`config.mk`:
```
export PLATFORM = sky130hd
export DESIGN_NAME = botInputTop
export DESIGN_NICKNAME = d
export VERILOG_FILES = /design/src/botPermutePkg.sv /design/src/botInputTop.sv /design/src/botPermuter.sv /design/src/burstControl.sv /design/src/fastFifo.sv /design/src/variableSwapNet.sv
export SDC_FILE = /design/constraint.sdc
export NUM_CORES = 2
export LEC_CHECK = 0
export BUFFER_PORTS_ARGS = -buffer_cell sky130_fd_sc_hd__clkbuf_2
export CORE_MARGIN = 2
export CORE_UTILIZATION = 45
export DETAILED_ROUTE_END_ITERATION = 8
export GPL_TIMING_DRIVEN = 0
export SLEW_MARGIN = 25
export SYNTH_ARGS = -nofsm -noshare
export SYNTH_HDL_FRONTEND = slang
export SYNTH_SLANG_ARGS = --single-unit
```
`constraint.sdc`:
```
create_clock -name clk -period 10.9 [get_ports clk]
set_input_delay 0.545 -clock clk [delete_from_list [all_inputs] [get_ports clk]]
set_output_delay 0.545 -clock clk [all_outputs]
set_load 0.005 [all_outputs]
```
`src/botPermutePkg.sv`:
```
package botPermutePkg;

    // truth table of a 7-input function, bit i is f(i), A/B/C are index bits 0/1/2
    typedef logic [127:0] botT;

    // one bit per wanted permutation, bit k selects code k
    typedef logic [5:0] permMaskT;

    typedef logic [2:0] permCodeT;

    // letters name the input variables that feed output positions A, B, C
    localparam permCodeT codeAbc = 3'd5;  // identity
    localparam permCodeT codeAcb = 3'd4;
    localparam permCodeT codeBac = 3'd3;
    localparam permCodeT codeBca = 3'd2;
    localparam permCodeT codeCab = 3'd1;
    localparam permCodeT codeCba = 3'd0;

    // one queued job, 134 bits
    typedef struct packed {
        botT      bot;
        permMaskT mask;
    } permJobT;

    // one permuted result, 131 bits
    typedef struct packed {
        botT      bot;
        permCodeT code;
    } permOutT;

    // 16-entry input queue
    localparam int fifoDepthLog = 4;

endpackage
```
`src/botInputTop.sv`:
```
`timescale 1ns/1ps

module botInputTop #(
    parameter int extraWidth = 12
) (
    input  logic                                 clk,
    input  logic                                 rst,

    // input side
    input  botPermutePkg::botT                   bot,
    input  botPermutePkg::permMaskT              mask,
    input  logic [extraWidth-1:0]                extraIn,
    input  logic                                 botValid,
    output logic [botPermutePkg::fifoDepthLog:0] fifoFullness,

    // output side
    input  logic                                 readyForBotBurst,
    output logic                                 outValid,
    output botPermutePkg::permOutT               permOut,
    output logic [extraWidth-1:0]                extraOut
);

    import botPermutePkg::*;

    typedef struct packed {
        permJobT               job;
        logic [extraWidth-1:0] extra;
    } fifoEntryT;

    fifoEntryT             fifoIn;
    fifoEntryT             fifoOut;
    logic                  writeEnable;
    logic                  readRequest;
    logic                  fifoOutValid;
    logic                  startNewBurst;
    permJobT               burstJob;
    logic [extraWidth-1:0] burstExtra;

    assign fifoIn = '{job: '{bot: bot, mask: mask}, extra: extraIn};

    fastFifo #(
        .payloadT(fifoEntryT),
        .depthLog(fifoDepthLog)
    ) botQueue_i (
        .clk         (clk),
        .rst         (rst),
        .writeEnable (writeEnable),
        .dataIn      (fifoIn),
        .usedw       (fifoFullness),
        .readRequest (readRequest),
        .dataOut     (fifoOut),
        .dataOutValid(fifoOutValid)
    );

    burstControl #(
        .entryT    (fifoEntryT),
        .extraWidth(extraWidth)
    ) control_i (
        .clk             (clk),
        .rst             (rst),
        .botValid        (botValid),
        .mask            (mask),
        .writeEnable     (writeEnable),
        .readyForBotBurst(readyForBotBurst),
        .readRequest     (readRequest),
        .fifoData        (fifoOut),
        .fifoDataValid   (fifoOutValid),
        .startNewBurst   (startNewBurst),
        .job             (burstJob),
        .extra           (burstExtra)
    );

    botPermuter #(
        .extraWidth(extraWidth)
    ) permuter_i (
        .clk          (clk),
        .rst          (rst),
        .startNewBurst(startNewBurst),
        .job          (burstJob),
        .extraIn      (burstExtra),
        .outValid     (outValid),
        .permOut      (permOut),
        .extraOut     (extraOut)
    );

endmodule

```
`src/botPermuter.sv`:
```
`timescale 1ns/1ps

module botPermuter #(
    parameter int extraWidth = 12
) (
    input  logic                   clk,
    input  logic                   rst,

    // input side
    input  logic                   startNewBurst,
    input  botPermutePkg::permJobT job,
    input  logic [extraWidth-1:0]  extraIn,

    // output side
    output logic                   outValid,
    output botPermutePkg::permOutT permOut,
    output logic [extraWidth-1:0]  extraOut
);

    import botPermutePkg::*;

    // current burst
    botT                   curBot;
    permMaskT              remaining;
    logic [extraWidth-1:0] curExtra;

    // what gets walked this cycle
    botT                   selBot;
    permMaskT              selMask;
    logic [extraWidth-1:0] selExtra;
    permCodeT              topCode;
    logic                  anyLeft;
    botT                   swapped;

    // a new job bypasses the latches so its first output is one cycle out
    always_comb begin
        if (startNewBurst) begin
            selBot   = job.bot;
            selMask  = job.mask;
            selExtra = extraIn;
        end else begin
            selBot   = curBot;
            selMask  = remaining;
            selExtra = curExtra;
        end
    end

    // highest set bit wins, codes come out 5 down to 0
    always_comb begin
        topCode = '0;
        for (int k = 0; k < 6; k++) begin
            if (selMask[k]) begin
                topCode = permCodeT'(k);
            end
        end
        anyLeft = |selMask;
    end

    variableSwapNet swapNet_i (
        .botIn (selBot),
        .code  (topCode),
        .botOut(swapped)
    );

    always_ff @(posedge clk) begin
        if (rst) begin
            remaining <= '0;
            outValid  <= 1'b0;
        end else begin
            remaining <= selMask & ~(permMaskT'(1) << topCode);
            outValid  <= anyLeft;
        end
    end

    always_ff @(posedge clk) begin
        if (startNewBurst) begin
            curBot   <= job.bot;
            curExtra <= extraIn;
        end
        if (anyLeft) begin
            permOut.bot  <= swapped;
            permOut.code <= topCode;
            extraOut     <= selExtra;  // same word on every output of the burst
        end
    end

    // the countdown in burstControl must hold off the next job
    // until the current mask has been fully walked
    noBurstOverlap: assert property (
        @(posedge clk) disable iff (rst) startNewBurst |-> (remaining == '0)
    ) else $error("botPermuter: new burst while previous one still running");

endmodule

```
`src/burstControl.sv`:
```
`timescale 1ns/1ps

module burstControl #(
    parameter int  extraWidth = 12,
    parameter type entryT = struct packed {
        botPermutePkg::permJobT  job;
        logic [extraWidth-1:0]   extra;
    }
) (
    input  logic                    clk,
    input  logic                    rst,

    // input side
    input  logic                    botValid,
    input  botPermutePkg::permMaskT mask,
    output logic                    writeEnable,

    // fifo read side
    input  logic                    readyForBotBurst,
    output logic                    readRequest,
    input  entryT                   fifoData,
    input  logic                    fifoDataValid,

    // permuter side
    output logic                    startNewBurst,
    output botPermutePkg::permJobT  job,
    output logic [extraWidth-1:0]   extra
);

    import botPermutePkg::*;

    logic      popPending;  // pop issued last cycle, fifo output is live now
    logic      capValid;
    entryT     captured;
    logic [2:0] countdown;

    permMaskT   fifoMask;
    logic [1:0] lowHalf;
    logic [1:0] highHalf;
    logic [2:0] maskCount;

    // entries with nothing to emit never reach the queue
    assign writeEnable = botValid && (|mask);

    assign readRequest = readyForBotBurst && (countdown == '0) && !popPending;

    // popcount of the entry coming out of the fifo
    assign fifoMask  = fifoData.job.mask;
    assign lowHalf   = fifoMask[0] + fifoMask[1] + fifoMask[2];
    assign highHalf  = fifoMask[3] + fifoMask[4] + fifoMask[5];
    assign maskCount = lowHalf + highHalf;

    assign startNewBurst = capValid;
    assign job           = captured.job;
    assign extra         = captured.extra;

    always_ff @(posedge clk) begin
        if (rst) begin
            popPending <= 1'b0;
            capValid   <= 1'b0;
            countdown  <= '0;
        end else begin
            popPending <= readRequest;
            capValid   <= popPending && fifoDataValid;
            // armed as the entry is captured, so the next pop lands
            // two cycles before this burst runs dry
            if (popPending && fifoDataValid) begin
                countdown <= (maskCount > 3'd2) ? maskCount - 3'd2 : 3'd0;
            end else if (countdown != '0) begin
                countdown <= countdown - 1'b1;
            end
        end
    end

    always_ff @(posedge clk) begin
        if (popPending) begin
            captured <= fifoData;  // held until the next pop returns
        end
    end

    // zero masks are filtered at the write port, so none may come back out
    noEmptyBurst: assert property (
        @(posedge clk) disable iff (rst) startNewBurst |-> (job.mask != '0)
    ) else $error("burstControl: burst started with an empty mask");

endmodule

```
`src/fastFifo.sv`:
```
`timescale 1ns/1ps

module fastFifo #(
    parameter type payloadT = logic [31:0],
    parameter int  depthLog = 4
) (
    input  logic              clk,
    input  logic              rst,

    // write side
    input  logic              writeEnable,
    input  payloadT           dataIn,
    output logic [depthLog:0] usedw,

    // read side
    input  logic              readRequest,
    output payloadT           dataOut,
    output logic              dataOutValid
);

    localparam int depth = 1 << depthLog;

    payloadT mem [depth];

    logic [depthLog-1:0] wrPtr;
    logic [depthLog-1:0] rdPtr;
    logic                full;
    logic                empty;
    logic                doWrite;
    logic                doRead;

    assign full    = usedw[depthLog];  // count == depth
    assign empty   = (usedw == '0);
    assign doWrite = writeEnable && !full;
    assign doRead  = readRequest && !empty;

    // pointers, count and read strobe
    always_ff @(posedge clk) begin
        if (rst) begin
            wrPtr        <= '0;
            rdPtr        <= '0;
            usedw        <= '0;
            dataOutValid <= 1'b0;
        end else begin
            if (doWrite) begin
                wrPtr <= wrPtr + 1'b1;
            end
            if (doRead) begin
                rdPtr <= rdPtr + 1'b1;
            end
            usedw        <= usedw + {{depthLog{1'b0}}, doWrite} - {{depthLog{1'b0}}, doRead};
            dataOutValid <= doRead;  // low when popped while empty
        end
    end

    // storage and registered read port
    always_ff @(posedge clk) begin
        if (doWrite) begin
            mem[wrPtr] <= dataIn;
        end
        if (doRead) begin
            dataOut <= mem[rdPtr];
        end
    end

    // upstream must watch the fill level, a write while full is lost
    noWriteWhenFull: assert property (
        @(posedge clk) disable iff (rst) writeEnable |-> !full
    ) else $error("fastFifo: write while full, entry dropped");

endmodule

```
`src/variableSwapNet.sv`:
```
`timescale 1ns/1ps

module variableSwapNet (
    input  botPermutePkg::botT     botIn,
    input  botPermutePkg::permCodeT code,
    output botPermutePkg::botT     botOut
);

    import botPermutePkg::*;

    // source index for output index j: the input variable feeding
    // position A takes j[0], the one feeding B takes j[1], C takes j[2]
    function automatic logic [6:0] srcIndex(logic [6:0] j, permCodeT c);
        logic [1:0] posA;
        logic [1:0] posB;
        logic [1:0] posC;
        logic [6:0] src;
        case (c)
            codeAbc: {posA, posB, posC} = {2'd0, 2'd1, 2'd2};
            codeAcb: {posA, posB, posC} = {2'd0, 2'd2, 2'd1};
            codeBac: {posA, posB, posC} = {2'd1, 2'd0, 2'd2};
            codeBca: {posA, posB, posC} = {2'd1, 2'd2, 2'd0};
            codeCab: {posA, posB, posC} = {2'd2, 2'd0, 2'd1};
            codeCba: {posA, posB, posC} = {2'd2, 2'd1, 2'd0};
            default: {posA, posB, posC} = {2'd0, 2'd1, 2'd2};
        endcase
        src       = j;  // D..G stay in place
        src[posA] = j[0];
        src[posB] = j[1];
        src[posC] = j[2];
        return src;
    endfunction

    botT perms [6];

    // six fixed wirings of the table, no logic inside
    for (genvar k = 0; k < 6; k++) begin : gCode
        for (genvar j = 0; j < 128; j++) begin : gBit
            assign perms[k][j] = botIn[srcIndex(7'(j), permCodeT'(k))];
        end
    end

    // codes 6 and 7 are never issued, pass through
    assign botOut = (code <= codeAbc) ? perms[code] : botIn;

endmodule

```
==> impl_metrics.yaml <==
worst_hold_path:
  min_from: "bot[4]"
  worstHoldPathType: "primary input to flip-flop"
clocking:
  cts-resized-gates: 0
  cts.sinks: 2937
  cts_htree_levels: 5
  cts_setup_buffers: 0
  path_clk_slew_ns: 0.06
  cts_inserted_buffers: 315
  cts_hold_buf: 102
  tritoncts: "done"
  clockRootBuffer: "clkbuf_16"
  clock_path_buffers: 4
  clock_latency_ns: 0.94
critical_path:
  arrival_ns: 4.68
  critical_path.max_fanout: 17
  cp-end-kind: "flip-flop"
  reg2reg_from: "botQueue_i.usedw[4]"
  criticalPathCategory: "primary input to flip-flop"
  crit_path_start: "mask[5]"
  worstPathRequired_ns: 11.52
  cp-start-kind: "primary input"
sta:
  slew_headroom: 0.2590
  drv_slew: 0
  worstMarginPinSlew_ns: 1.112
  fmax_mhz: 245.9
  clock_skew_ns: 0.05379
  finalHoldViolCount: 0
  timing.hold.ws_ns: 0.03943
  rsz0062_at_grt: "no"
  fin_crit_ns: 4.067
  setup_viol: 0
  fin_setup_tns_ns: 0
  period_share: 0.3731
synthesis:
  yosys-top-cells-area: "edfxtp_1 (76%), mux4_2 (14%), dfxtp_1 (3.0%)"
  synth_compound_area_frac: 0.01948
  avgSynthCellArea_um2: 23.00
  synth_fa_ha_area_frac: 0.002325
  synth_seq_cells: 2937
  synth_top_area_frac: 0.7581
  syn_inst: 4773
  synth-simple-area-share: 0.01048
  ys.flop_type: "edfxtp_1"
  synth_xor_area_frac: 0.0007979
  synth_seq_area_share: 0.7884
  synth_top_area_cell: "edfxtp_1"
  netlist-cell-type-count: 57
  ys.warnings.count: 0
  syn_area_um2: 109800
  synth_fp_nets: 4941
  async_flop_share: 0
  synth_mux_area_frac: 0.1658
  synth_top_family_by_area: "multiplexers"
  synth_edf_count: 2771
floorplanning:
  die_area_um2: 247900
  core-area_um2: 243000
  fp-row-count: 181
  die_h_um: 497.9
  die-width_um: 497.9
  initial_utilization: 0.4517
  boundaryPins: 299
placement:
  dp.cells: 8503
  place_hpwl_um: 207700
  gp_congestion: 0.8577
  port_buffers: 297
final_layout:
  finalNonFillerCells: 9173
  syn_to_final_growth_pct: 19.63
  final_nets: 5888
  drive_gt1_frac: 0.3291
  fin_util: 0.5404
run:
  maxCapViolCount: 0
global_routing:
  grt_pass1_vias: 53667
  grt_pass1_wl_um: 423300
  grtUsageTotal: 0.2452
  grt_max_degree: 42
  antenna_found_initial: 54
  grt-ovfl-total: 0
drt:
  routed_via_density: 5.908
  ant_nets: 0
  drc: 0
  drt_iter0_markers: 6569
  wirelength_um: 305100
  drt_first_pass_iters: 8
  drt-wirelength-per-cell_um: 33.26
  via_count: 54190
pwr:
  peakVddDrop_mv: 0.1477
  power_mw: 29.53
  p_leak_nw: 42.12
  p_per_area_nw_per_um2: 224.9
status:
  status: "completed"
Yosys cell counts, types with 12 or more instances:
cell	number
o22ai_1	21
mux2i_1	97
clkbuf_1	112
nand2_1	32
a21oi_1	102
o21ai_0	13
inv_1	53
o31a_1	12
a221oi_1	20
mux2_1	16
mux2_2	149
mux4_2	682
a22oi_1	20
a222oi_1	19
o21ai_1	34
a211oi_1	50
buf_1	12
buf_4	22
ha_1	14
dfxtp_1	166
nor3_1	12
edfxtp_1	2771
buf_2	95
nor2_1	118
nor2b_1	51
where the power goes:
| group | internal [mW] | switching [mW] | leakage [nW] |
|---|---|---|---|
| logic | 2.39 | 2.85 | 10.7 |
| registers | 13.5 | 0.437 | 26.6 |
| clock network | 6.13 | 4.26 | 4.86 |
| total | 22.0 | 7.54 | 42.1 |
cells by family (layout without fill, tap and decap cells):
group                    after synthesis  in the layout
flip-flops                          2937           2937
XOR/XNOR                              10             10
multiplexers                         945            945
adder cells (fa/ha/maj)               18             18
buffers and inverters                303           1486
AO/OA/AOI/OAI                        317            317
other                                  1             16
AND/OR/NAND/NOR                      242            242
state kept, by name, summed over array words and instances (netlist names), 5 cells and up:
register              flops
permuter_i.permOut      131
permuter_i.curExtra      12
control_i.job           134
control_i.extra          12
permuter_i.remaining      6
botQueue_i.dataOut      146
permuter_i.extraOut      12
permuter_i.curBot       128
botQueue_i.mem         2336
botQueue_i.usedw          5
layout by cell type (no fill, tap or decap), types with 20 or more instances in the layout:
cell,count
nor2b_1,51
a21oi_1,102
a221oi_1,20
buf_2,95
dfxtp_1,165
a22oi_1,20
clkbuf_16,322
mux2_2,149
mux2i_1,97
buf_8,37
inv_1,53
mux4_2,682
clkbuf_1,177
buf_6,44
buf_12,52
clkinv_2,46
clkinv_1,45
o22ai_1,21
dlygate4sd3_1,102
nand2_1,32
buf_16,104
buf_4,23
edfxtp_1,2771
o21ai_1,34
bufinv_16,25
a211oi_1,50
clkbuf_2,315
nor2_1,105
metrics by stage:
stage                     cell area (um2)  setup slack, ns
after CTS                          131300            6.768
after detailed placement           120300            6.390
after global placement             115300           -7.364
after global routing               131300            6.623
final                              131300            6.833
after floorplan                    109800            2.464
critical path: stages:
cell and delay, ns:
dlygate4sd3_1 0.60, clkbuf_2 0.32, nor2_1 0.16, a21oi_1 0.66, nand2_1 0.46, nor3_4 0.60
buf_8 0.24, buf_8 0.17, buf_8 0.17, buf_6 0.18, buf_8 0.16, buf_6 0.19
buf_8 0.18
final cells by class:
type / instances / area, um2
Fill cell: 18369 / 111700
Sequential cell: 2937 / 86540
Multi-Input combinational cell: 1533 / 22000
Clock buffer: 424 / 8631
Timing Repair Buffer: 630 / 7391
Tap cell: 3202 / 4006
Clock inverter: 129 / 1284
Buffer: 248 / 1207
Inverter: 55 / 209.0
Antenna cell: 15 / 37.54
path summary, 6_finish.rpt:
kind | cells past startpoint | slack (ns) | end
max | 13 | 6.83 | botQueue_i.mem[1][87]
min | 1 | 0.04 | botQueue_i.mem[6][22]
max reg2reg | 11 | 6.96 | botQueue_i.mem[1][87]
min reg2reg | 0 | 0.39 | control_i.job[72]
metal layers:
metal	vias to the layer above	routed length (um)	track usage
met4	38	14340	0.1072
met5	-	257	0
li1	22065	-	-
met3	543	23410	0.04995
met2	2403	149100	0.3969
met1	29141	117900	0.3238
No activity file was read; power rests on OpenSTA's default activity.
